<file path="src/common/apple_mem_pkg.sv">
`default_nettype none

package apple_mem_pkg;

    // ----------------------------------------
    // Bus and shadow word widths
    // ----------------------------------------
    localparam int unsigned A2_ADDR_W  = 16;
    localparam int unsigned A2_DATA_W  = 8;
    localparam int unsigned VRAM_LANES = 4;

    typedef logic [A2_ADDR_W-1:0]            a2_addr_t;
    typedef logic [A2_DATA_W-1:0]            a2_data_t;
    typedef logic [A2_DATA_W*VRAM_LANES-1:0] vram_word_t;
    typedef logic [VRAM_LANES-1:0]           byte_en_t;

    // Shadow RAM word-address widths
    localparam int unsigned TEXT_ADDR_W  = 10;
    localparam int unsigned HIRES_ADDR_W = 12;

    // ----------------------------------------
    // Soft switch locations
    // ----------------------------------------
    localparam logic [11:0] SW_II_PAGE     = 12'hC05;
    localparam logic [11:0] SW_IIE_PAGE    = 12'hC00;
    localparam a2_addr_t    STATE_REG_ADDR = 16'hC068;

    // II display switches, index is address bits 3..1
    localparam int unsigned SW_TEXT  = 0;
    localparam int unsigned SW_MIXED = 1;
    localparam int unsigned SW_PAGE2 = 2;
    localparam int unsigned SW_HIRES = 3;
    localparam int unsigned SW_AN0   = 4;
    localparam int unsigned SW_AN1   = 5;
    localparam int unsigned SW_AN2   = 6;
    localparam int unsigned SW_AN3   = 7;

    // IIe memory switches
    localparam int unsigned SW_STORE80   = 0;
    localparam int unsigned SW_RAMRD     = 1;
    localparam int unsigned SW_RAMWRT    = 2;
    localparam int unsigned SW_INTCXROM  = 3;
    localparam int unsigned SW_ALTZP     = 4;
    localparam int unsigned SW_SLOTC3ROM = 5;
    localparam int unsigned SW_COL80     = 6;
    localparam int unsigned SW_ALTCHAR   = 7;

endpackage

`default_nettype wire

</file>
<file path="src/shadow_mem/shadow_write_map.sv">
`timescale 1ns/10ps
`default_nettype none

module shadow_write_map
    import apple_mem_pkg::*;
(
    input  wire a2_addr_t           addr_i,
    input  wire a2_data_t           data_i,
    input  wire                     rw_n_i,
    input  wire                     data_in_strobe_i,
    input  wire                     m2b0_i,
    input  wire                     store80_i,
    input  wire                     page2_i,
    input  wire                     hires_mode_i,
    input  wire                     ramwrt_i,
    input  wire                     altzp_i,

    output logic                    aux_mem_o,
    output logic [TEXT_ADDR_W-1:0]  text_waddr_o,
    output byte_en_t                text_be_o,
    output logic                    text_we_o,
    output logic [HIRES_ADDR_W-1:0] hires_waddr_o,
    output byte_en_t                hires_be_o,
    output logic                    main_we_o,
    output logic                    aux_we_o,
    output vram_word_t              wdata_o
);

    logic        is_write;
    logic        write_strobe;
    logic        e1;
    logic        in_text;
    logic        in_hires;
    logic [11:0] text_off;
    logic [13:0] hires_off;

    assign is_write     = !rw_n_i;
    assign write_strobe = is_write && data_in_strobe_i;

    // ----------------------------------------
    // Aux bank selection
    // ----------------------------------------
    always_comb begin
        if ((addr_i[15:9] == 7'b0000000) || (addr_i[15:14] == 2'b11)) begin
            // Zero page, stack and the $C0-$FF region
            aux_mem_o = altzp_i;
        end else if (addr_i[15:10] == 6'b000001) begin
            // Text page 1
            aux_mem_o = (store80_i && page2_i) || (!store80_i && ramwrt_i && is_write);
        end else if (addr_i[15:13] == 3'b001) begin
            // Hires page 1
            aux_mem_o = (store80_i && page2_i && hires_mode_i) ||
                        ((!store80_i || !hires_mode_i) && ramwrt_i && is_write);
        end else begin
            aux_mem_o = ramwrt_i && is_write;
        end
    end

    // Bus cards can also force the aux bank
    assign e1 = aux_mem_o || m2b0_i;

    // Shadowed ranges $0400-$0BFF and $2000-$5FFF
    assign in_text  = (addr_i[15:10] == 6'b000001) || (addr_i[15:10] == 6'b000010);
    assign in_hires = (addr_i[15:13] == 3'b001) || (addr_i[15:13] == 3'b010);

    // ----------------------------------------
    // Write offsets
    // ----------------------------------------

    // Main and aux bytes sit side by side in the text RAM
    assign text_off  = {!addr_i[10], addr_i[9:0], e1};
    assign hires_off = 14'({addr_i[15:13] - 3'd1, addr_i[12:0]});

    assign text_waddr_o  = text_off[11:2];
    assign text_be_o     = byte_en_t'(4'b0001 << text_off[1:0]);
    assign text_we_o     = write_strobe && in_text;

    assign hires_waddr_o = hires_off[13:2];
    assign hires_be_o    = byte_en_t'(4'b0001 << hires_off[1:0]);
    assign main_we_o     = write_strobe && in_hires && !e1;
    assign aux_we_o      = write_strobe && in_hires && e1;

    // The byte enable picks the lane, so the byte goes to all four
    assign wdata_o = {VRAM_LANES{data_i}};

endmodule

`default_nettype wire

</file>
<file path="config.mk">
export PLATFORM = sky130hd
export DESIGN_NAME = shadow_write_map
export DESIGN_NICKNAME = d
export VERILOG_FILES = /design/src/common/apple_mem_pkg.sv /design/src/shadow_mem/shadow_write_map.sv
export SDC_FILE = /design/constraint.sdc
export NUM_CORES = 1
export LEC_CHECK = 0
export ABC_AREA = 1
export BUFFER_PORTS_ARGS = -buffer_cell sky130_fd_sc_hd__buf_2
export CORE_ASPECT_RATIO = 1.4
export CORE_MARGIN = 4
export CORE_UTILIZATION = 27
export DETAILED_ROUTE_END_ITERATION = 10
export PLACE_DENSITY = 0.83
export SLEW_MARGIN = 20
export SYNTH_ARGS = -nofsm -noshare
export SYNTH_HDL_FRONTEND = slang
export SYNTH_SLANG_ARGS = --single-unit
</file>
<file path="constraint.sdc">
create_clock -name vclk -period 0.8
set_clock_uncertainty 0.15 [all_clocks]
set_input_delay 0 -clock vclk [all_inputs]
set_output_delay 0 -clock vclk [all_outputs]
set_load 0.05 [all_outputs]
</file>
==> results of run 1 <==
[per-layer routing]
metal	up-vias	wire, µm	part of all wire (%)	global-route usage, %
met1	249	455	27	8.13
met2	48	1030	62	19.4
met5	-	0	0	0
met4	0	0	0	1.35
met3	0	188	11	0.920
li1	292	-	-	-
[logic make-up (layout without fill, tap and decap cells)]
family | count (synthesis) | after routing | share of synthesized area (%)
simple gates | 36 | 36 | 26.5
compound gates | 3 | 3 | 2.39
buf+inv | 67 | 83 | 71.1
[cell usage after synthesis]
cell     number  share of area, %
buf_4        52                62
nand2_1      16               9.6
inv_1        15               9.0
nor2_1       12               7.2
a21oi_1       2               1.6
nand3_1       2               1.6
nand2_2       1               1.0
nand2_4       1               1.8
nand3_2       1               1.6
nand4_1       1               1.0
nor2_2        1               1.0
nor2_4        1               1.8
o21ai_0       1              0.80
[stage by stage]
stage / instance area (µm²) / TNS (ns)
final: 973 / -11.38
after global routing: 973 / -12.30
after CTS: 886 / -3.57
after detailed placement: 554 / -4.24
after global placement: 554 / -4.03
after floorplan: 679 / -4.16
[worst paths after layout]
kind	endpoint	slack, ns	cells after the start
max	text_waddr_o[6]	-0.55	1
min	wdata_o[26]	0.03	1
[power by group through the flow]
stage	combinational [mW]	sequential (mW)	clock, mW
final	1.11	0	0
after global routing	1.15	0	0
after CTS	0.932	0	0
after detailed placement	0.432	0	0
after global placement	0.428	0	0
after floorplan	0.929	0	0
[area by class of cell]
type	instances	area share [%]
inverter	15	6.56
multi-input combinational	39	26.0
tap	22	2.83
timing repair buffer	68	64.7
[what timing repair did]
action / 4_1_cts / 5_1_grt
setup buffers: 9 / 1
hold endpoints to repair: 46 / 14
hold buffers: 8 / 7
resized for setup: 35 / 3
endpoints found under the setup margin: 8 / 8
pin swaps: 11 / 9
==> run metrics, run 1 <==
Clk pwr share=0%; Die H=65.1 µm; WP data arrival=1.20 ns; Fmax=0.743 GHz; HP Class=primary input to primary output; sequential share of power=0%; sw power=0.805 mW; Post-route DRC=0; first-pass GRT wire length=roughly 2300 µm; synth unique cells=13; RSZ-0062 raised after global routing=true; fin crit period=1.35 ns; vias per cell=4.09; WP buf/inv=1; Seq. cell area=0 µm²; P_leak=~0.53 nW; Worst Setup End Kind=primary output; Layout Utilization=44.2%; Worst Setup SP=addr_i[7]; Multi-input gate area=around 250 µm²; status=finished with violations; commonest cells after routing, fill and taps aside=25 x buf_2, 14 x buf_4, 13 x inv_1, 13 x nand2_1, 11 x buf_6; maximum VDD drop=0.457 mV; worst path cell trace=dlygate4sd3_1; Overall Power=1.11 mW; DR pass1 iterations=4; final layout net count=156; post-synthesis cell count=106; DIE WIDTH=48.8 µm; post-synthesis sequential area ratio=0%; hpwl dp=1090 µm; pin count of the biggest net entering global routing=7; layout cells sized above 1=67.2%; die area=approximately 3200 µm²; CP delay by family, top=buffers and inverters; Crit Path Max Fanout=2; post-route insts no fill=144; Final ANT Viol Nets=0; Fin. Hold Viols=0; grt ovf=0; vias in the first global route=555; WL/cell=11.6 µm; most common cell after layout, fill and taps aside=buf_2; Switching Share=72.6%; internal power=slightly above 0.3 mW; fin crit share=168%; logic gate share of total power=100.0%; total vias in the final route=589; GPL Wtd Cong=~0.70; Hold Slack=0.0310 ns; clock buffers=0; Ant. Diodes=0; HP Start=data_i[2]; crit path setup slack, layout=-0.545 ns; placed cells=120; Critical Path Start Type=primary input; fillers=226; Final Slew Violations=0; Top Ports=between 90 and 100; Max Cap Viol=0; failing checks=negative setup slack; number of core rows=20; Max-slew headroom=33.6%; Core ar.=around 2200 µm²; GRT Overall Usage=8.76%; Post-Syn Nets=138; number of sequential cells=0; critical path's slowest cell=dlygate4sd3_1; critical path required time=0.65 ns; IO Port Bufs=37; slew at the pin closest to its max-slew limit=roughly 1 ns; initial DRC count=7; Ys Warns=0; Total Routed Length=1680 µm; Post-Syn Area=628 µm²; endpoints failing setup=22; Area Overhead vs Synth=55.0%; CP peak stage delay=1.19 ns; pre-CTS setup slack=-0.631 ns; critical path type=primary input to primary output; Starting Density=28.5%; initial antenna violation count=0; syn_area_per_cell=5.93 µm²; Pwr per Cell Area=1140 nW/µm²
No activity file was read; power rests on OpenSTA's default activity.
==> run 2: changes to the inputs <==
- GPL_TIMING_DRIVEN: not set -> 0
- SLEW_MARGIN: 20 -> not set
==> run 2 against run 1 <==
Net effect:
- the run still ends with negative setup slack left
- combinational power rose by 11%
- wire length rose by 22%
- worst hold slack improved by 0.12 ns
- flip-flop and latch count did not move
- worst setup slack improved by 0.065 ns
==> run metrics, run 2 (synthesized netlist as in run 1, its figures left out) <==
post-route insts no fill=219 (+52%); WHS Path Cells=2 (+1); fin crit period=1.28 ns (-0.0654 ns); hpwl dp=1840 µm (+69%); most common cell after layout, fill and taps aside=buf_2; sequential share of power=0% (unchanged); total vias in the final route=852 (+45%); layout cells sized above 1=84.3% (+17 points); Starting Density=28.5% (unchanged); HP Class=primary input to primary output; maximum VDD drop=0.685 mV (+50%); Core ar.=2200 µm² (unchanged); internal power=0.403 mW (+33%); crit path setup slack, layout=-0.480 ns (+0.0654 ns); Design Area, Final=1320 µm² (+35%); number of sequential cells=0 (unchanged); Switching Share=67.3% (-5.3 points); final layout net count=231 (+48%); Die H=65.1 µm (unchanged); placed inst area=1120 µm² (+100%); initial antenna violation count=0 (unchanged); GPL Wtd Cong=0.700 (-0.16%); failing checks=negative setup slack; number of core rows=20 (unchanged); WP buf/inv=5 (+4); DR pass1 iterations=2 (-2); Max Cap Viol=0 (unchanged); number of cells on the critical path=13 (+12); commonest cells after routing, fill and taps aside=71 x buf_2, 58 x buf_4, 13 x nand2_1; Clk pwr share=0% (unchanged); vias in the first global route=785 (+41%); Total Routed Length=2040 µm (+22%); Pwr per Cell Area=935 nW/µm² (-18%); slew at the pin closest to its max-slew limit=0.267 ns (-0.725 ns); die area=3170 µm² (unchanged); critical path required time=0.65 ns (about the same); clock buffers=0 (unchanged); GRT Overall Usage=12.0% (+3.2 points); sw power=0.830 mW (+3.1%); Layout Utilization=59.9% (+16 points); fin crit share=160% (-8.2 points); status=finished with violations; Max-slew headroom=82.1% (+48 points); Final ANT Viol Nets=0 (unchanged); WL/cell=9.31 µm (-20%); vias per cell=3.89 (-4.9%); Critical Path Start Type=primary input; DIE WIDTH=48.8 µm (unchanged); Crit Path Max Fanout=6 (+4); IO Port Bufs=83 (+120%); Area Overhead vs Synth=110%; endpoints failing setup=8 (-64%); initial DRC count=2 (-5); Seq. cell area=0 µm² (unchanged); P_leak=0.817 nW (+54%); Final Slew Violations=0 (unchanged); RSZ-0062 raised after global routing=true; CP delay by family, top=simple AND/OR/NAND/NOR gates; setup_tns=-3.43 ns (+7.95 ns); Top Ports=98 (unchanged); worst path cell trace=buf_8 -> clkinvlp_4 -> nor2_2 -> nand3_2 -> nand2_2 -> nand2_1 -> nand2_1 -> inv_1 -> nand2_2 -> nand3_4 -> nand2_4 -> clkinvlp_4 -> buf_8; Fmax=0.781 GHz (+5.1%); first-pass GRT wire length=3280 µm (+41%); CP peak stage delay=0.15 ns (-1.04 ns); logic gate share of total power=100.0% (about the same); pin count of the biggest net entering global routing=7 (unchanged); Fin. Hold Viols=0 (unchanged); critical path type=primary input to primary output; Overall Power=1.23 mW (+11%); Worst Setup End Kind=primary output; critical path's slowest cell=nand3_4; Ant. Diodes=0 (unchanged); WP data arrival=1.13 ns (-0.07 ns); grt ovf=0 (unchanged); placed cells=211 (+76%); Post-route DRC=0 (unchanged)
## run 2: per-stage QoR
step	setup WS [ns]	hold WS, ns
2_1_floorplan	-0.588	-0.0912
3_3_place_gp	-0.639	0.152
3_5_place_dp	-0.646	0.153
4_1_cts	-0.542	0.153
5_1_grt	-0.610	0.155
6_report	-0.480	0.152
## run 2: area by class of cell
| type | count | area [µm²] |
|---|---|---|
| well taps | 22 | 27.5 |
| inverters | 15 | 63.8 |
| multi-input cells | 39 | 264 |
| plain buffers | 52 | 390 |
| repair buffers | 91 | 573 |
| fillers | 219 | 883 |
## run 2: worst paths after layout
check | start | to
hold / removal | addr_i[6] | text_waddr_o[5]
setup / recovery | addr_i[10] | aux_we_o
## run 2: repair_timing
item	CTS	global route
hold buffers	0	0
pin swaps	12	5
resized for setup	35	9
endpoints found under the setup margin	8	9
buffers inserted	9	3
hold endpoints to repair	0	0
## run 2: power groups by stage
stage	sequential (mW)	combinational [mW]	clock, mW
6_report	0	1.23	0
4_1_cts	0	1.23	0
2_1_floorplan	0	0.929	0
3_3_place_gp	0	1.15	0
5_1_grt	0	1.29	0
3_5_place_dp	0	1.16	0
## run 2: per-layer routing
metal	part of all wire (%)	vias up	wire length, µm	global-route usage (%)
li1	-	441	-	-
met1	28	356	575	11.8
met2	60	55	1220	26.0
met3	12	0	244	2.30
met4	0	0	0	0
met5	0	-	0	0
