==> src/common/apple_mem_pkg.sv <==
`default_nettype none

package apple_mem_pkg;

    // ----------------------------------------
    // Bus and shadow word widths
    // ----------------------------------------
    localparam int unsigned A2_ADDR_W  = 16;
    localparam int unsigned A2_DATA_W  = 8;
    localparam int unsigned VRAM_LANES = 4;

    typedef logic [A2_ADDR_W-1:0]            a2_addr_t;
    typedef logic [A2_DATA_W-1:0]            a2_data_t;
    typedef logic [A2_DATA_W*VRAM_LANES-1:0] vram_word_t;
    typedef logic [VRAM_LANES-1:0]           byte_en_t;

    // Shadow RAM word-address widths
    localparam int unsigned TEXT_ADDR_W  = 10;
    localparam int unsigned HIRES_ADDR_W = 12;

    // ----------------------------------------
    // Soft switch locations
    // ----------------------------------------
    localparam logic [11:0] SW_II_PAGE     = 12'hC05;
    localparam logic [11:0] SW_IIE_PAGE    = 12'hC00;
    localparam a2_addr_t    STATE_REG_ADDR = 16'hC068;

    // II display switches, index is address bits 3..1
    localparam int unsigned SW_TEXT  = 0;
    localparam int unsigned SW_MIXED = 1;
    localparam int unsigned SW_PAGE2 = 2;
    localparam int unsigned SW_HIRES = 3;
    localparam int unsigned SW_AN0   = 4;
    localparam int unsigned SW_AN1   = 5;
    localparam int unsigned SW_AN2   = 6;
    localparam int unsigned SW_AN3   = 7;

    // IIe memory switches
    localparam int unsigned SW_STORE80   = 0;
    localparam int unsigned SW_RAMRD     = 1;
    localparam int unsigned SW_RAMWRT    = 2;
    localparam int unsigned SW_INTCXROM  = 3;
    localparam int unsigned SW_ALTZP     = 4;
    localparam int unsigned SW_SLOTC3ROM = 5;
    localparam int unsigned SW_COL80     = 6;
    localparam int unsigned SW_ALTCHAR   = 7;

endpackage

`default_nettype wire

==> src/shadow_mem/video_read_mux.sv <==
`timescale 1ns/10ps
`default_nettype none

module video_read_mux
    import apple_mem_pkg::*;
(
    input  wire                     a2bus_if,
    input  wire                     arst_n_i,
    input  wire a2_addr_t           video_address_i,
    input  wire vram_word_t         text_rdata_i,
    input  wire vram_word_t         main_rdata_i,
    input  wire vram_word_t         aux_rdata_i,

    output logic [TEXT_ADDR_W-1:0]  text_raddr_o,
    output logic [HIRES_ADDR_W-1:0] hires_raddr_o,
    output vram_word_t              video_data_o
);

    logic in_text;
    logic in_hires;
    logic text_q;
    logic hires_q;
    logic upper_q;

    // Pair aux and main bytes, aux in the higher byte of each pair
    function automatic vram_word_t interleave(input logic upper, input vram_word_t main_w,
                                              input vram_word_t aux_w);
        vram_word_t result;
        if (upper) begin
            result = {aux_w[31:24], main_w[31:24], aux_w[23:16], main_w[23:16]};
        end else begin
            result = {aux_w[15:8], main_w[15:8], aux_w[7:0], main_w[7:0]};
        end
        return result;
    endfunction

    assign in_text  = (video_address_i[15:10] == 6'b000001) ||
                      (video_address_i[15:10] == 6'b000010);
    assign in_hires = (video_address_i[15:13] == 3'b001) ||
                      (video_address_i[15:13] == 3'b010);

    // Text words hold two scanner bytes, hires words hold four bytes per bank
    assign text_raddr_o  = {!video_address_i[10], video_address_i[9:1]};
    assign hires_raddr_o = {!video_address_i[13], video_address_i[12:2]};

    // ----------------------------------------
    // Select follows the RAM read by a cycle
    // ----------------------------------------
    always_ff @(posedge a2bus_if or negedge arst_n_i) begin
        if (!arst_n_i) begin
            text_q  <= 1'b0;
            hires_q <= 1'b0;
            upper_q <= 1'b0;
        end else begin
            text_q  <= in_text;
            hires_q <= in_hires;
            upper_q <= video_address_i[1];
        end
    end

    always_comb begin
        if (text_q) begin
            video_data_o = text_rdata_i;
        end else if (hires_q) begin
            video_data_o = interleave(upper_q, main_rdata_i, aux_rdata_i);
        end else begin
            video_data_o = '0;
        end
    end

endmodule

`default_nettype wire

==> config.mk <==
export PLATFORM = sky130hd
export DESIGN_NAME = video_read_mux
export DESIGN_NICKNAME = d
export VERILOG_FILES = /design/src/common/apple_mem_pkg.sv /design/src/shadow_mem/video_read_mux.sv
export SDC_FILE = /design/constraint.sdc
export NUM_CORES = 1
export LEC_CHECK = 0
export ABC_AREA = 1
export BUFFER_PORTS_ARGS = -buffer_cell sky130_fd_sc_hd__buf_2
export CAP_MARGIN = 10
export CORE_MARGIN = 2
export CORE_UTILIZATION = 31
export DETAILED_ROUTE_END_ITERATION = 12
export HOLD_SLACK_MARGIN = 0.08
export PLACE_DENSITY_LB_ADDON = 0.2
export SETUP_SLACK_MARGIN = 0.4
export SYNTH_ARGS = -nofsm -noshare
export SYNTH_HDL_FRONTEND = slang
export SYNTH_SLANG_ARGS = --single-unit
==> constraint.sdc <==
create_clock -name a2bus_if -period 0.9 [get_ports a2bus_if]
set_input_delay 0 -clock a2bus_if [delete_from_list [all_inputs] [get_ports a2bus_if]]
set_output_delay 0 -clock a2bus_if [all_outputs]
set_load 0.005 [all_outputs]
==> results.md, run 1 <==
- Endpoints failing hold: 2
- Worst-Margin Slew: 182.3 ps
- Final-report setup violation count: 32
- PwrDens: around 610 mW/mm²
- Vias in the first global route: about 1,500
- Period Utilization, post-route: 132.8%
- Worst hold margin: -90.63 ps
- Count of pins over their slew limit: 0
- Met2 wire length: just under 2000 µm
- Reg clk slew, reported paths: around 30 ps
- Core area: 0.004444 mm²
- Setup bufs post-CTS: 0
- Area Overhead vs Synth: 49.10%
- Peak VDD IR: 693.4 µV
- Worst-case clock buffer depth: 2
- Cts bufs inserted: 3
- CP Class: flop to output pin
- Worst path arrival time: 1200 ps
- Global-route wire length before repair: 5989 µm
- # rows: 24
- Ys Warns: 0
- Hold crit path type: input pin to flop
- Synthesized instance count: about 270
- Top Layer Used: met4
- Antenna Cells: 0
- Clk sink count: 3
- Post-DP HPWL: between 3000 and 4000 µm
- CTS H-tree lvls: 1
- Die W: 72.51 µm
- First DRT Iteration DRCs: 32
- Initial core utilization: 32.74%
- Violated checks: hold timing, setup timing
- Crit start category: flop
- Die Y-Extent: 72.51 µm
- CTS tree: built
- LEAKAGE: 1.550 nW
- Syn Area/Cell: approximately 5.3 µm²
- Die area: around 0.0053 mm²
- Syn_nets: approximately 390
- GP Congestion: 0.7328
- I/O pin total: 168
- Routed metal-1 wire length: roughly 1700 µm
- Buffers on Ports: 142
- Pre-Repair DR Iteration Count: 4
- Worst Setup End Kind: output pin
- Design Power: 1.328 mW
- Post-Syn Area: 0.001455 mm²
- Maxcap violations: 0
- # fillers: 497
- Setup TNS: -8877 ps
- Layout cells sized above 1: 48.48%
- Vias/cell: 4.105
- Crit path time final: 1195 ps
- Status: finished, violations left
- Root Buffer: clkbuf_8
- Antenna Violating Nets Remaining: 0
- DRC violation count after routing: 0
- Worst setup margin: -295.0 ps
- Met3 wire len: 402 µm
- Post-synthesis cell type count: 14
- Wire length per cell: 9.266 µm
- Register area share after synthesis: 5.159%
- Grt total ovfl: 0
- Largest net degree at the start of global routing: 21
- Synth Register Bits: 3
- Core Util, Final: 48.82%
- CP max FO: 10
- Initial antenna violation count: 0
- Final WL: 4151 µm
- Final net count: 511
- FMAX: 836.8 MHz
- Via count: 1,839
- Hold-fix buffers, CTS: 1
- RSZ-0062 raised after global routing: true
- Total track usage: 13.92%
- Slew margin rel.: 87.82%
- Crit path required time: roughly 900 ps
[cells in the mapped netlist, drive strengths merged]
master / count / share of area, %
inv: 68 / 18
nor3b: 1 / 0.52
nor2: 4 / 2.1
o21ai: 1 / 0.34
buf: 34 / 19
nand2: 131 / 34
dfrtp: 3 / 5.2
nand3: 32 / 21
[through the flow]
step	worst slack, ps	area [µm²]	instances
after floorplan	17.07	1468	274
after global placement	-98.51	2064	442
after detailed placement	-100.8	2064	442
after CTS	-302.7	2127	447
after global routing	-358.9	2170	448
final	-295.0	2170	448
[timing repair]
item / in CTS / in global routing
gates cloned: 0 / 1
resized for setup: 3 / 5
hold endpoints to repair: 22 / 18
pin swaps: 0 / 0
endpoints found under the setup margin: 32 / 32
[layer usage]
metal | up-vias | GRT usage (%)
met5 | - | 0
met4 | 0 | 5.761
met3 | 7 | 1.944
met2 | 84 | 26.81
met1 | 749 | 15.03
li1 | 999 | -
[final timing paths]
check,start,depth (start not counted),endpoint
setup / recovery,upper_q$_DFF_PN0_,6,video_data_o[4]
hold / removal,video_address_i[1],1,upper_q$_DFF_PN0_
max in group asynchronous,arst_n_i,2,upper_q$_DFF_PN0_
min in group asynchronous,arst_n_i,2,hires_q$_DFF_PN0_
[layout make-up]
| cell class | count | area [µm²] | share of cell area (%) |
|---|---|---|---|
| well taps | 52 | 65.06 | 2.999 |
| multi-input cells | 169 | 860.8 | 39.68 |
| inverters | 68 | 257.7 | 11.88 |
| repair buffers | 152 | 863.3 | 39.79 |
| flip-flops and latches | 3 | 77.57 | 3.576 |
| clock buffers | 4 | 45.04 | 2.076 |
[cells in the final DEF (no fill, tap or decap), types with 2 or more instances in the layout]
cell | synthesis | layout
nand3_2 | 30 | 31
dfrtp_2 | 0 | 2
buf_2 | 7 | 142
buf_6 | 1 | 2
buf_12 | 3 | 4
inv_1 | 66 | 66
nand2_1 | 131 | 129
clkbuf_8 | 0 | 3
nor2_1 | 3 | 3
buf_4 | 23 | 2
[logic make-up after synthesis]
logic type	Yosys count	synth area share, %
flip-flops	3	5.159
AO/OA/AOI/OAI	1	0.3436
AND/OR/NAND/NOR	168	57.78
buffers and inverters	102	36.72
[sequential cells by signal, indices dropped and copies added, names as in the netlist]
| name | count |
|---|---|
| hires_q | 1 |
| text_q | 1 |
| upper_q | 1 |
[where the power goes]
part           switching, mW  internal (mW)
clock network         0.0838          0.302
logic                  0.376          0.417
registers            0.00677          0.143
[critical path: stages, from the launching register on]
cell and delay, ps:
dfrtp_2 430, inv_4 100, clkbuf_16 160, nand2_1 60, nand3_2 60, nand2_1 40
buf_2 120
Note: power is estimated with default switching activity, not from simulation.
==> run 2, diff against run 1 <==
CORE_ASPECT_RATIO = 1.2   (was not set)
CORE_UTILIZATION = 34   (was 31)
clock period = 1.25 ns   (was 0.9 ns; I/O delays follow)
==> results.md, run 2 (same netlist as run 1, synthesis figures left out) <==
- Status: finished, final reports clean
- Initial core utilization: 34.68% (+1.9 points)
- DRC violation count after routing: 0 (unchanged)
- I/O pin total: 168 (unchanged)
- Placement Cell Area: 0.002047 mm² (-0.85%)
- Biggest regs: hires_q (1), text_q (1), upper_q (1)
- Total track usage: 17.14% (+3.2 points)
- Design Power: 1.071 mW (-19%)
- Core area: 0.004197 mm² (-5.6%)
- CTS H-tree lvls: 1 (unchanged)
- Most common cell after layout, fill and taps aside: buf_2
- Post-DP HPWL: 3166 µm (-5.9%)
- RSZ-0062 raised after global routing: true
- FMAX: 807.2 MHz
- First DRT Iteration DRCs: 43 (+34%)
- Root Buffer: clkbuf_8
- Worst hold margin: 121.4 ps (+212.1 ps)
- PwrDens: 436.6 mW/mm² (-29%)
- Crit path buf inv count: 3 (unchanged)
- CP Class: flop to output pin
- Die Y-Extent: 75.67 µm (+4.4%)
- Critical-path top delay cell: dfrtp_1
- Die area: 0.004821 mm² (-8.3%)
- Worst Setup End Kind: output pin
- Most frequent cells in the layout: 140 x buf_2, 111 x nand2_1, 66 x inv_1, 32 x nand3_2, 17 x nand2_2
- Core Util, Final: 58.44% (+9.6 points)
- Peak VDD IR: 644.1 µV (-7.1%)
- Worst-case clock buffer depth: 2 (unchanged)
- Antenna Cells: 0 (unchanged)
- Worst-Margin Slew: 192.0 ps (+9.666 ps)
- GP Congestion: 0.7058 (-3.7%)
- Setup bufs post-CTS: 0 (unchanged)
- Slew margin rel.: 87.20% (-0.62 points)
- Crit path required time: 1250 ps (+350 ps)
- # rows: 26 (+8.3%)
- Crit-path max cell delay: 430 ps (about the same)
- Reg clk slew, reported paths: 30 ps (about the same)
- Initial antenna violation count: 0 (unchanged)
- CP max FO: 8 (-2)
- Final Non-Filler Cells: 469 (+4.7%)
- Antenna Violating Nets Remaining: 0 (unchanged)
- Critical path cell sequence: inv_4 -> clkbuf_16 -> nand2_2 -> nand3_2 -> nand2_1 -> buf_2
- Final-report setup violation count: 0 (-100%)
- Cts bufs inserted: 3 (unchanged)
- Global-route wire length before repair: 6810 µm (+14%)
- Crit path max-delay family: flip-flops
- Endpoints failing hold: 0 (-2)
- Pre-Repair DR Iteration Count: 4 (unchanged)
- Count of pins over their slew limit: 0 (unchanged)
- Grt total ovfl: 0 (unchanged)
- Worst path arrival time: 1240 ps (+40 ps)
- Layout cells sized above 1: 51.82% (+3.3 points)
- Period Utilization, post-route: 99.11%
- Final WL: 4770 µm (+15%)
- CTS tree: built
- Final net count: 528 (+3.3%)
- Crit path time final: 1239 ps
- LEAKAGE: 1.673 nW (+8.0%)
- Cell Count Post-Placement: 445 (+0.68%)
- WP depth: 6 (unchanged)
- Vias in the first global route: 1,731 (+16%)
- Largest net degree at the start of global routing: 33 (+57%)
- Area Overhead vs Synth: 68.53%
- Crit start category: flop
- Clk sink count: 3 (unchanged)
- Die W: 63.72 µm (-12%)
- Hold crit path type: input pin to async pin
- Vias/cell: 4.145 (+0.98%)
- Fin area: 0.002452 mm² (+13%)
- Wire length per cell: 10.17 µm (+9.8%)
- Via count: 1,944 (+5.7%)
- Buffers on Ports: 142 (unchanged)
- Maxcap violations: 0 (unchanged)
## run 2: cell types whose count changed in the layout (fill, tap and decap cells not counted), sizes merged
cell	change
dlygate4sd3	+13
clkbuf	+2
dlymetal6s4s	+2
## run 2: area by class of cell
type / instances / area [µm²]
fill: 437 / 1744
timing repair buffer: 169 / 1072
multi-input combinational: 169 / 930.9
inverter: 68 / 257.7
sequential: 3 / 76.32
tap: 56 / 70.07
clock buffer: 4 / 45.04
## run 2: worst max-delay path by stage
stage | to | start
after floorplan | video_data_o[10] | text_q$_DFF_PN0_
after global placement | video_data_o[16] | text_q$_DFF_PN0_
after detailed placement | video_data_o[29] | text_q$_DFF_PN0_
after CTS | video_data_o[30] | text_q$_DFF_PN0_
after global routing | video_data_o[23] | upper_q$_DFF_PN0_
final | video_data_o[29] | upper_q$_DFF_PN0_
## run 2: timing repair
action / 4_1_cts / 5_1_grt
endpoints found under the hold margin: 22 / 0
endpoints found under the setup margin: 32 / 35
gates cloned: 0 / 4
hold buffers: 16 / 0
pin swaps: 5 / 2
resized for setup: 10 / 28
## run 2: routing by layer
metal | vias to the layer above | GRT usage (%) | part of all wire (%)
li1 | 1034 | - | -
met1 | 803 | 17.22 | 37
met2 | 97 | 34.97 | 53
met3 | 10 | 3.397 | 8.7
met4 | 0 | 6.522 | 1.4
met5 | - | 0 | 0
## run 2: power by group
group	switching, mW	leakage, nW	total (mW)	internal (mW)
registers	0.00489	0.0366	0.107	0.102
clock network	0.0695	0.0228	0.288	0.218
logic	0.316	1.61	0.676	0.360
total	0.390	1.67	1.07	0.680
## run 2: metrics by stage
step	setup TNS (ps)	setup slack, ps
2_1_floorplan	0	367.1
3_3_place_gp	0	241.5
3_5_place_dp	0	226.9
4_1_cts	0	17.14
5_1_grt	-796.1	-38.69
6_report	0	11.12
