===== src/common/apple_mem_pkg.sv =====
`default_nettype none

package apple_mem_pkg;

    // ----------------------------------------
    // Bus and shadow word widths
    // ----------------------------------------
    localparam int unsigned A2_ADDR_W  = 16;
    localparam int unsigned A2_DATA_W  = 8;
    localparam int unsigned VRAM_LANES = 4;

    typedef logic [A2_ADDR_W-1:0]            a2_addr_t;
    typedef logic [A2_DATA_W-1:0]            a2_data_t;
    typedef logic [A2_DATA_W*VRAM_LANES-1:0] vram_word_t;
    typedef logic [VRAM_LANES-1:0]           byte_en_t;

    // Shadow RAM word-address widths
    localparam int unsigned TEXT_ADDR_W  = 10;
    localparam int unsigned HIRES_ADDR_W = 12;

    // ----------------------------------------
    // Soft switch locations
    // ----------------------------------------
    localparam logic [11:0] SW_II_PAGE     = 12'hC05;
    localparam logic [11:0] SW_IIE_PAGE    = 12'hC00;
    localparam a2_addr_t    STATE_REG_ADDR = 16'hC068;

    // II display switches, index is address bits 3..1
    localparam int unsigned SW_TEXT  = 0;
    localparam int unsigned SW_MIXED = 1;
    localparam int unsigned SW_PAGE2 = 2;
    localparam int unsigned SW_HIRES = 3;
    localparam int unsigned SW_AN0   = 4;
    localparam int unsigned SW_AN1   = 5;
    localparam int unsigned SW_AN2   = 6;
    localparam int unsigned SW_AN3   = 7;

    // IIe memory switches
    localparam int unsigned SW_STORE80   = 0;
    localparam int unsigned SW_RAMRD     = 1;
    localparam int unsigned SW_RAMWRT    = 2;
    localparam int unsigned SW_INTCXROM  = 3;
    localparam int unsigned SW_ALTZP     = 4;
    localparam int unsigned SW_SLOTC3ROM = 5;
    localparam int unsigned SW_COL80     = 6;
    localparam int unsigned SW_ALTCHAR   = 7;

endpackage

`default_nettype wire


===== src/logic/soft_switches.sv =====
`timescale 1ns/10ps
`default_nettype none

module soft_switches
    import apple_mem_pkg::*;
(
    input  wire           a2bus_if,
    input  wire           arst_n_i,
    input  wire a2_addr_t addr_i,
    input  wire a2_data_t data_i,
    input  wire           rw_n_i,
    input  wire           phi1_posedge_i,
    input  wire           m2sel_n_i,

    output logic          text_mode_o,
    output logic          mixed_mode_o,
    output logic          page2_o,
    output logic          hires_mode_o,
    output logic [3:0]    an_o,
    output logic          store80_o,
    output logic          ramrd_o,
    output logic          ramwrt_o,
    output logic          intcxrom_o,
    output logic          altzp_o,
    output logic          slotc3rom_o,
    output logic          col80_o,
    output logic          altchar_o
);

    // Power-up state: text mode with annunciator 3 set
    localparam logic [7:0] II_RESET = 8'(1 << SW_TEXT) | 8'(1 << SW_AN3);

    logic [7:0] sw_ii_q;
    logic [7:0] sw_iie_q;
    logic       bus_access;
    logic       bus_write;
    logic       state_wr;

    // Only accesses on the motherboard side count
    assign bus_access = phi1_posedge_i && !m2sel_n_i;
    assign bus_write  = bus_access && !rw_n_i;
    assign state_wr   = bus_write && (addr_i == STATE_REG_ADDR);

    // Display switches toggle on reads and writes alike
    always_ff @(posedge a2bus_if or negedge arst_n_i) begin
        if (!arst_n_i) begin
            sw_ii_q <= II_RESET;
        end else if (bus_access && (addr_i[15:4] == SW_II_PAGE)) begin
            sw_ii_q[addr_i[3:1]] <= addr_i[0];
        end else if (state_wr) begin
            sw_ii_q[SW_PAGE2] <= data_i[6];
        end
    end

    // Memory switches respond to writes only
    always_ff @(posedge a2bus_if or negedge arst_n_i) begin
        if (!arst_n_i) begin
            sw_iie_q <= '0;
        end else if (bus_write && (addr_i[15:4] == SW_IIE_PAGE)) begin
            sw_iie_q[addr_i[3:1]] <= addr_i[0];
        end else if (state_wr) begin
            sw_iie_q[SW_RAMRD]    <= data_i[5];
            sw_iie_q[SW_RAMWRT]   <= data_i[4];
            sw_iie_q[SW_INTCXROM] <= data_i[0];
        end
    end

    // ----------------------------------------
    // Switch levels
    // ----------------------------------------
    assign text_mode_o  = sw_ii_q[SW_TEXT];
    assign mixed_mode_o = sw_ii_q[SW_MIXED];
    assign page2_o      = sw_ii_q[SW_PAGE2];
    assign hires_mode_o = sw_ii_q[SW_HIRES];
    assign an_o         = {sw_ii_q[SW_AN3], sw_ii_q[SW_AN2], sw_ii_q[SW_AN1], sw_ii_q[SW_AN0]};

    assign store80_o   = sw_iie_q[SW_STORE80];
    assign ramrd_o     = sw_iie_q[SW_RAMRD];
    assign ramwrt_o    = sw_iie_q[SW_RAMWRT];
    assign intcxrom_o  = sw_iie_q[SW_INTCXROM];
    assign altzp_o     = sw_iie_q[SW_ALTZP];
    assign slotc3rom_o = sw_iie_q[SW_SLOTC3ROM];
    assign col80_o     = sw_iie_q[SW_COL80];
    assign altchar_o   = sw_iie_q[SW_ALTCHAR];

endmodule

`default_nettype wire


===== config.mk =====
export PLATFORM = sky130hd
export DESIGN_NAME = soft_switches
export DESIGN_NICKNAME = d
export VERILOG_FILES = /design/src/common/apple_mem_pkg.sv /design/src/logic/soft_switches.sv
export SDC_FILE = /design/constraint.sdc
export NUM_CORES = 1
export LEC_CHECK = 0
export BUFFER_PORTS_ARGS = -buffer_cell sky130_fd_sc_hd__buf_2
export CAP_MARGIN = 20
export CORE_UTILIZATION = 49
export CTS_BUF_LIST = sky130_fd_sc_hd__clkbuf_8
export DETAILED_ROUTE_END_ITERATION = 12
export HOLD_SLACK_MARGIN = 0.1
export PLACE_DENSITY_LB_ADDON = 0.2
export SYNTH_ARGS = -nofsm -noshare
export SYNTH_HDL_FRONTEND = slang
export SYNTH_SLANG_ARGS = --single-unit

===== constraint.sdc =====
create_clock -name a2bus_if -period 1.1 [get_ports a2bus_if]
set_input_delay 0.11 -clock a2bus_if [delete_from_list [all_inputs] [get_ports a2bus_if]]
set_output_delay 0.11 -clock a2bus_if [all_outputs]
set_load 0.1 [all_outputs]

==> results.toml, run 1 <==
[floorplanning]
pin_count = 45
start_util = 0.5516
fp.dieH_um = 44.13
rows = 14
die_w_um = 44.13

[logic_synthesis]
synth_edf_count = 0
yosys.area_share.simple = 0.2863
async_reset_ff_frac = 1.000
ys.flop_type = "dfrtp_1"
synth_compound_area_frac = 0.1165
synth_cells = 84
synth_nets = 113
synth.avg_cell_area_um2 = 10.35
yosysSeqAreaShare = 0.4633
synth_xor_xnor_area_share = 0
synth_seq_cells = 16
syn_area_um2 = 869.6
synth_top_family_by_area = "simple AND/OR/NAND/NOR gates"
synth_warnings = 0
synth_adder_area_share = 0
synth_cell_types = 31
synthMuxAreaShare = 0.1036

[clock_network]
cts-resized-gates = 35
cts.hold.buffers_added = 1
cts_root_buf = "clkbuf_8"
cts_buffers = 3
cts-htree-levels = 1
cts_max_path_buffers = 2
postCtsSetupRepairBufs = 5
cts_sinks = 16

[placed_design]
place_hpwl_mm = 2.471
gp_congestion = 0.9102
portBuffers = 40

[run_status]
stop_stage = "clock tree synthesis"
status = "aborted with a tool error"
error_line = "[ERROR DPL-0038] Utilization greater than 100%, impossible to legalize"
==> stage by stage <==
step           worst slack, ns  cells  hold WS, ns    util  cell area (um^2)
3_5_place_dp           -0.8242    157      0.03987  0.9294              1465
3_3_place_gp           -0.7480    157      0.03306  0.9294              1465
2_1_floorplan          -0.6349     84      -0.1856       -             877.1
==> cell families after synthesis <==
group / Yosys count
AND/OR/NAND/NOR: 40
flip-flops: 16
AO/OA/AOI/OAI: 15
multiplexers: 8
buffers and inverters: 5
==> Yosys cell counts (2+ instances only) <==
cell type | instances | area (um^2)
o211ai_1 | 5 | 37.54
nand4_1 | 2 | 12.51
dfrtp_1 | 14 | 350.3
o21ai_0 | 4 | 20.02
or2_2 | 2 | 12.51
o31ai_1 | 4 | 30.03
nor3_1 | 6 | 30.03
nand2b_1 | 3 | 18.77
inv_1 | 3 | 11.26
nand3_1 | 4 | 20.02
dfstp_2 | 2 | 52.55
nor2_1 | 7 | 26.28
nand2_1 | 3 | 11.26
mux2_2 | 8 | 90.09
==> run 2: changes to the inputs <==
--- a/config.mk
+++ b/config.mk
@@ -7,11 +7,10 @@
 export LEC_CHECK = 0
 export BUFFER_PORTS_ARGS = -buffer_cell sky130_fd_sc_hd__buf_2
 export CAP_MARGIN = 20
-export CORE_UTILIZATION = 49
-export CTS_BUF_LIST = sky130_fd_sc_hd__clkbuf_8
+export CORE_AREA = 2 2 63 65
 export DETAILED_ROUTE_END_ITERATION = 12
-export HOLD_SLACK_MARGIN = 0.1
-export PLACE_DENSITY_LB_ADDON = 0.2
+export DIE_AREA = 0 0 65 67
+export PLACE_DENSITY_LB_ADDON = 0.15
 export SYNTH_ARGS = -nofsm -noshare
 export SYNTH_HDL_FRONTEND = slang
 export SYNTH_SLANG_ARGS = --single-unit
==> results.toml, run 2 <==
[setup_path]
critPathLaunchType = "input pin"
timing_worst_setup_path_type = "in2reg"
cp_slowest_stage_delay_ns = 0.54
critPathTopFamily = "simple AND/OR/NAND/NOR gates"
required_ns = 1.22
critical-path-slowest-cell = "or4b_4"
crit_path_end_kind = "flip-flop"
crit_fanout = 3
crit_top_cell = "buf_6"
cp.arrival_ns = 1.75
cp_cell_sequence = "buf_6 > or4b_4 > buf_6 > nor2_4 > nand4_1 > buf_4 > nor3_4 > mux2_4"
path_buf_inv = 3

[grt]
grt_max_degree = 17
antenna_found_initial = 0
grt_pass1_vias = 1021
grt_usage = 0.1424
grt_overflow = 0
grt_pass1_wl_mm = 4.774

[sta]
rsz0062_at_grt = "yes"
final_hold_viol_count = 0
period_share = 1.480
max_freq_ghz = 0.6142
worst_pin_slew_ns = 0.3647
min_period_ns = 1.628
slew_viol_final = 0
skew_ns = 0
finalSetupViolations = 16
setup_ws_ns = -0.5280
whs_ns = 0.1056
max_slew_margin = 0.7569
setup_tns_ns = -6.702

[clock_network]
cts_sinks = 16
cts_buffers = 3
clk_latency_ns = 0.24
cts_max_path_buffers = 2
cts_root_buf = "clkbuf_8"
cts_tree = "built"
cts-htree-levels = 1
cts.clk_slew.worst_paths_ns = 0.07

[floorplanning]
fp.dieH_um = 67
start_util = 0.2412
die_w_um = 65
core-area_mm2 = 0.003606
dieArea_mm2 = 0.004355
rows = 22
pin_count = 45

[drt]
wl_mm = 2.769
first_iter_violations = 30
wl_per_cell_um = 13.71
drt-pass1-iter-count = 4
drcViolationCount = 0
vias_per_cell = 4.574
vias = 924
postRouteAntennaNets = 0

[placed_design]
portBuffers = 40
dp.cells = 192
gp_congestion = 0.8164
place_ws_ns = -0.7954
place_hpwl_mm = 1.988

[power]
ir_drop_v = 0.0008529
p_leak_uw = 0.0007671
power_uw = 1226
p_per_area_mw_per_mm2 = 688.9

[logic_synthesis]
synth_cell_types = 31
synth_top_area_frac = 0.4029
syn_area_um2 = 869.6
synth_nets = 113
synthTopCellsByCount = "dfrtp_1 (14), mux2_2 (8), nor2_1 (7)"
synth_cells = 84
synth_seq_cells = 16
synth_most_common_cell = "dfrtp_1"
yosysSeqAreaShare = 0.4633
yosys.area.top_type = "dfrtp_1"
synth_edf_count = 0
async_reset_ff_frac = 1.000
synth_warnings = 0
ys.flop_type = "dfrtp_1"
ys_top_cells_by_area = "dfrtp_1 (40%), mux2_2 (10%), dfstp_2 (6.0%)"
synth.avg_cell_area_um2 = 10.35

[run_status]
status = "complete, but fails checks"
violations = "negative setup slack"

[run]
maxCapViolations = 0

[final_layout]
drive_gt1_frac = 0.6753
mostFrequentLayoutCells = "buf_2 (22), buf_4 (22), buf_12 (16)"
fin_nets = 184
antenna_cells = 0
top_regs = "sw_ii_q (8), sw_iie_q (8)"
instances_no_fill = 202
syn2layout_area_growth_pct = 104.6

[hold_path]
min_path_type = "in2reg"
run 2: tightest hold or removal path: stages:
cell,delay (ns)
buf_2,0.08
nand2_1,0.04
o211ai_1,0.08
run 2: cells by family after synthesis:
group | synth area share
compound gates | 0.1165
buf+inv | 0.03021
flops | 0.4633
mux | 0.1036
simple gates | 0.2864
run 2: worst paths after layout:
kind	end	cells past startpoint	from	slack [ns]
max reg2reg	sw_ii_q[1]$_DFFE_PN0P_	1	sw_ii_q[1]$_DFFE_PN0P_	0.26
min in group asynchronous	sw_iie_q[3]$_DFFE_PN0P_	2	arst_n_i	0.30
min reg2reg	sw_iie_q[6]$_DFFE_PN0P_	2	sw_iie_q[6]$_DFFE_PN0P_	0.55
min	sw_iie_q[2]$_DFFE_PN0P_	3	data_i[4]	0.11
max in group asynchronous	sw_ii_q[0]$_DFFE_PN1P_	2	arst_n_i	0.47
max	sw_ii_q[5]$_DFFE_PN0P_	8	addr_i[9]	-0.53
run 2: layer usage:
metal / vias to the layer above / routed length (um) / GRT usage
met4: 0 / 8 / 0.007979
met5: - / 0 / 0
met1: 437 / 1193 / 0.1763
met2: 26 / 1415 / 0.2590
li1: 459 / - / -
met3: 2 / 152 / 0.03716
run 2: report_power, final:
part / leakage [uW] / internal, uW / switching (uW) / total, uW
registers: 0.000216 / 589 / 0.209 / 589
logic: 0.000528 / 92.9 / 91.6 / 185
clock network: 0.0000228 / 256 / 196 / 452
total: 0.000767 / 938 / 287 / 1230
run 2: final cells by class:
class	instances	area (um^2)
Fill cell	337	1827
Timing Repair Buffer	68	684.4
Multi-Input combinational cell	63	575.6
Sequential cell	16	402.9
Tap cell	48	60.06
Clock buffer	4	45.04
Inverter	3	11.26
run 2: through the flow:
stage	instance area [um^2]	util
after global routing	1779	0.4934
final	1779	0.4934
after detailed placement	1528	0.4237
after CTS	1699	0.4712
after floorplan	877.1	-
after global placement	1528	0.4237
run 2: repair_timing:
item,in CTS,in global routing
pin swaps,8,8
gates resized for setup,20,15
hold buffers,1,0
endpoints found under the setup margin,16,18
endpoints found under the hold margin,14,0
buffers inserted,4,2
gates cloned,0,0
Power figures use the tool's default switching activity.
==> run 3: changes to the inputs <==
--- a/config.mk
+++ b/config.mk
@@ -5,6 +5,7 @@
 export SDC_FILE = /design/constraint.sdc
 export NUM_CORES = 1
 export LEC_CHECK = 0
+export ABC_AREA = 1
 export BUFFER_PORTS_ARGS = -buffer_cell sky130_fd_sc_hd__buf_2
 export CAP_MARGIN = 20
 export CORE_AREA = 2 2 63 65
==> results.toml, run 3 <==
[final_layout]
final_common_cell = "nand2_1"
mostFrequentLayoutCells = "nand2_1 (40), inv_1 (30), buf_2 (24)"
antenna_cells = 0
fin_nets = 239
drive_gt1_frac = 0.4067
stdcell_area_mm2 = 0.001694
syn2layout_area_growth_pct = 58.73
top_regs = "sw_ii_q (8), sw_iie_q (8)"

[setup_path]
crit_path_end_kind = "output pin"
crit_fanout = 2
cp_cell_sequence = "buf_12"
critical-path-slowest-cell = "dfstp_4"
cp.arrival_ns = 1.05
cp_slowest_stage_delay_ns = 0.63
critPathTopFamily = "flip-flops"
timing_worst_setup_path_type = "reg2out"
required_ns = 0.99
critPathLaunchType = "flip-flop"
path_buf_inv = 1

[floorplanning]
start_util = 0.2960
rows = 22
fp.dieH_um = 67
core-area_mm2 = 0.003606
pin_count = 45
dieArea_mm2 = 0.004355
die_w_um = 65

[clock_network]
clk_latency_ns = 0.25
cts_root_buf = "clkbuf_8"
cts.clk_slew.worst_paths_ns = 0.07
cts-resized-gates = 0
cts-htree-levels = 1
cts_max_path_buffers = 2
cts_buffers = 3
postCtsSetupRepairBufs = 0
cts_sinks = 16
cts_tree = "built"

[power]
p_per_area_mw_per_mm2 = 752.7
p_clk_frac = 0.410
power_uw = 1275
ir_drop_v = 0.0004766
p_leak_uw = 0.0009503
seq_power_share = 0.462
power_frac_comb = 0.128
sw_frac_of_total = 0.2370
p_int_uw = 973.0
switching_power_uw = 302.2

[logic_synthesis]
synth_top_area_frac = 0.3283
async_reset_ff_frac = 1.000
synth_nets = 188
synthTopCellsByCount = "nand2_1 (40), inv_1 (30), nor2_1 (18)"
synth_most_common_cell = "nand2_1"
syn_area_mm2 = 0.001067
synth_cells = 159
synth_cell_types = 17
synth_edf_count = 0
yosysSeqAreaShare = 0.3775
ys_top_cells_by_area = "dfrtp_1 (33%), nand2_1 (14%), inv_1 (11%)"
ys.flop_type = "dfrtp_1"
yosys.area.top_type = "dfrtp_1"
synth.avg_cell_area_um2 = 6.712
synth_warnings = 0
synth_seq_cells = 16

[run]
maxCapViolations = 0

[sta]
period_share = 1.058
setup_ws_ns = -0.06333
slew_viol_final = 0
rsz0062_at_grt = "yes"
max_freq_ghz = 0.8596
finalSetupViolations = 1
max_slew_margin = 0.7661
worst_pin_slew_ns = 0.3508
min_period_ns = 1.163
skew_ns = 0
whs_ns = 0.1558
final_hold_viol_count = 0

[placed_design]
place_ws_ns = -0.09216
place_hpwl_mm = 2.138
portBuffers = 40
gp_congestion = 0.7893
placedInstanceArea_mm2 = 0.001629

[drt]
vias_per_cell = 4.268
wl_mm = 2.607
vias = 1097
drt-pass1-iter-count = 4
first_iter_violations = 42
postRouteAntennaNets = 0
wl_per_cell_um = 10.14
drcViolationCount = 0

[grt]
grt_usage = 0.1382
grt_pass1_vias = 1148
grt_overflow = 0
grt_pass1_wl_mm = 4.761
grt_max_degree = 17
antenna_found_initial = 0

[run_status]
status = "complete, but fails checks"
violations = "negative setup slack"

[hold_path]
min_path_type = "in2reg"
run 3: cell types whose count changed after synthesis, sizes merged, moves of 8 or more:
cell   change
inv       +27
mux2       -8
nand2     +41
nand3     +11
nor2      +25
o21ai      +8
run 3: worst paths after layout:
path	start	to	slack, ns	depth (start not counted)
max	sw_ii_q[0]$_DFFE_PN1P_	text_mode_o	-0.06	1
min	data_i[6]	sw_ii_q[2]$_DFFE_PN0P_	0.16	5
max reg2reg	sw_ii_q[0]$_DFFE_PN1P_	sw_ii_q[0]$_DFFE_PN1P_	0.27	2
min reg2reg	sw_iie_q[0]$_DFFE_PN0P_	sw_iie_q[0]$_DFFE_PN0P_	0.53	2
max in group asynchronous	arst_n_i	sw_ii_q[7]$_DFFE_PN1P_	0.51	2
min in group asynchronous	arst_n_i	sw_ii_q[2]$_DFFE_PN0P_	0.30	2
run 3: cells by family (layout without fill, tap and decap cells):
kind of cell | count (synthesis) | in the layout | share of synthesized area
AND/OR/NAND/NOR | 99 | 99 | 0.4525
flip-flops | 16 | 16 | 0.3775
AO/OA/AOI/OAI | 12 | 12 | 0.05627
buffers and inverters | 32 | 82 | 0.1137
run 3: through the flow:
stage | TNS [ns] | utilization | cells
5_1_grt | -0.09789 | 0.4698 | 257
3_3_place_gp | -0.4809 | 0.4518 | 252
4_1_cts | -0.07494 | 0.4698 | 257
6_report | -0.06333 | 0.4698 | 257
2_1_floorplan | 0 | - | 159
3_5_place_dp | -0.8732 | 0.4518 | 252
run 3: area by class of cell:
cell class / count / area (um^2)
Clock buffer: 4 / 55.05
Fill cell: 368 / 1912
Inverter: 31 / 116.4
Multi-Input combinational cell: 111 / 543.0
Sequential cell: 16 / 424.2
Tap cell: 48 / 60.06
Timing Repair Buffer: 47 / 495.5
run 3: per-layer routing:
| layer | part of all wire | global-route usage |
|---|---|---|
| met5 | 0 | 0 |
| met4 | 0.0088 | 0.03989 |
| met1 | 0.46 | 0.1713 |
| met3 | 0.063 | 0.02703 |
| met2 | 0.47 | 0.2423 |
run 3: power by group through the flow:
stage | registers [uW] | clock network [uW] | logic [uW]
floorplan | 602 | 0 | 69.0
global placement | 600 | 0 | 159
detailed placement | 600 | 0 | 164
CTS | 589 | 549 | 167
global route | 588 | 571 | 189
finish | 589 | 523 | 164
run 3: timing repair:
action                                  4_1_cts  5_1_grt
pin swaps                                     0        0
hold buffers                                  1        0
endpoints found under the setup margin        1        2
hold endpoints to repair                     14        0
==> run 4: changes to the inputs <==
--- a/config.mk
+++ b/config.mk
@@ -7,11 +7,10 @@
 export LEC_CHECK = 0
 export ABC_AREA = 1
 export BUFFER_PORTS_ARGS = -buffer_cell sky130_fd_sc_hd__buf_2
-export CAP_MARGIN = 20
-export CORE_AREA = 2 2 63 65
+export CORE_UTILIZATION = 25
 export DETAILED_ROUTE_END_ITERATION = 12
-export DIE_AREA = 0 0 65 67
 export PLACE_DENSITY_LB_ADDON = 0.15
+export SETUP_SLACK_MARGIN = 0.1
 export SYNTH_ARGS = -nofsm -noshare
 export SYNTH_HDL_FRONTEND = slang
 export SYNTH_SLANG_ARGS = --single-unit
==> results.toml, run 4 (synthesis gave the netlist of run 3 again) <==
[grt]
grt_pass1_vias = 1008
grt_overflow = 0
antenna_found_initial = 0
grt_max_degree = 17
grt_pass1_wl_mm = 4.264
grt_usage = 0.1263

[clock_network]
cts_root_buf = "clkbuf_8"
cts_tree = "built"
cts_buffers = 3
clk_latency_ns = 0.25
cts.clk_slew.worst_paths_ns = 0.06
cts_sinks = 16
cts-htree-levels = 1
cts_max_path_buffers = 2

[setup_path]
timing_worst_setup_path_type = "reg2out"
cp_cell_sequence = "buf_12"
crit_fanout = 2
r2r_end = "sw_ii_q[7]$_DFFE_PN1P_"
critPathTopFamily = "flip-flops"
path_buf_inv = 1
cp.arrival_ns = 1.06
reg2reg_depth = 2
r2r_slack_ns = 0.29
critical-path-slowest-cell = "dfstp_4"
critPathLaunchType = "flip-flop"
crit_path_end_kind = "output pin"
cp_slowest_stage_delay_ns = 0.63
timing.rr.start = "sw_ii_q[7]$_DFFE_PN1P_"
required_ns = 0.99

[sta]
setup_tns_ns = -0.1264
max_freq_ghz = 0.8569
rsz0062_at_grt = "yes"
final_hold_viol_count = 0
min_period_ns = 1.167
setup_ws_ns = -0.06694
worst_pin_slew_ns = 0.3643
period_share = 1.061
max_slew_margin = 0.7571
slew_viol_final = 0
skew_ns = 0
finalSetupViolations = 2

[hold_path]
whs_path_depth = 5
min_path_type = "in2reg"
hold_path_end = "sw_ii_q[2]$_DFFE_PN0P_"
hp-start = "data_i[6]"

[placed_design]
gp_congestion = 0.7358
portBuffers = 40
place_hpwl_mm = 2.003

[floorplanning]
die_w_um = 67.34
fp.dieH_um = 67.34
dieArea_mm2 = 0.004535
core-area_mm2 = 0.004058
pin_count = 45
start_util = 0.2630
rows = 23

[drt]
drcViolationCount = 0
drt-pass1-iter-count = 4
postRouteAntennaNets = 0
vias_per_cell = 4.250
vias = 1105
wl_mm = 2.549
wl_per_cell_um = 9.804
first_iter_violations = 15

[run_status]
status = "complete, but fails checks"
violations = "negative setup slack"

[power]
sw_frac_of_total = 0.2369
p_per_area_mw_per_mm2 = 745.8
p_leak_uw = 0.0009570
power_frac_comb = 0.128
seq_power_share = 0.462
p_clk_frac = 0.410
switching_power_uw = 302.2
ir_drop_v = 0.0004584
p_int_uw = 973.4

[final_layout]
antenna_cells = 0
syn2layout_area_growth_pct = 60.26
top_regs = "sw_ii_q (8), sw_iie_q (8)"
n_fill_cell = 431
mostFrequentLayoutCells = "nand2_1 (40), inv_1 (30), buf_2 (24)"
drive_gt1_frac = 0.4143
post-route-util = 0.4215
final_common_cell = "nand2_1"
fin_nets = 240

[run]
maxCapViolations = 0
[run 4: cell types whose count changed in the layout (fill, tap and decap cells not counted)]
cell	before	now
buf_4	6	7
dfstp_2	1	0
dfstp_4	1	2
nor2_1	18	17
nor2_2	13	14
o21ai_0	6	5
o21ai_1	6	7
[run 4: final cells by class]
type	instances	area (um^2)	area share
repair buffers	48	503.0	0.2941
flip-flops and latches	16	427.9	0.2502
clock buffers	4	55.05	0.03219
well taps	50	62.56	0.03658
inverters	31	116.4	0.06803
multi-input cells	111	545.5	0.3189
[run 4: worst max-delay path by stage]
stage	to	from	cells past startpoint
2_1_floorplan	sw_ii_q[0]$_DFFE_PN1P_	sw_ii_q[0]$_DFFE_PN1P_	2
3_3_place_gp	sw_iie_q[4]$_DFFE_PN0P_	addr_i[11]	9
3_5_place_dp	sw_ii_q[5]$_DFFE_PN0P_	addr_i[9]	9
4_1_cts	text_mode_o	sw_ii_q[0]$_DFFE_PN1P_	1
5_1_grt	text_mode_o	sw_ii_q[0]$_DFFE_PN1P_	1
6_report	text_mode_o	sw_ii_q[0]$_DFFE_PN1P_	1
[run 4: through the flow]
step	hold slack, ns	total power [uW]	std cells	area (um^2)	setup slack, ns
final	0.1551	1276	260	1710	-0.06694
after detailed placement	0.05302	761.3	254	1635	-0.07412
after floorplan	-0.1856	670.4	159	1092	0.1189
after global routing	0.1805	1353	260	1710	-0.08704
after CTS	0.1612	1297	259	1700	-0.07552
after global placement	0.04942	761.1	254	1635	-0.05569
[run 4: timing repair]
action                     CTS  global route
resized for setup            0             1
hold buffers                 1             0
pin swaps                    0             1
setup buffers                0             1
hold endpoints to repair    14             0
setup endpoints to repair    2             3
[run 4: layer usage]
metal / wire [um] / track usage / vias up
met3: 204 / 0.03378 / 5
li1: - / - / 595
met1: 1239 / 0.1557 / 473
met2: 1055 / 0.2013 / 32
met5: 0 / 0 / -
met4: 49 / 0.06383 / 0
[run 4: power by group through the flow]
stage,combinational [uW],clock [uW],sequential [uW]
CTS,166,543,588
detailed placement,162,0,599
floorplan,69.0,0,601
finish,164,523,589
global placement,162,0,599
global route,188,578,588
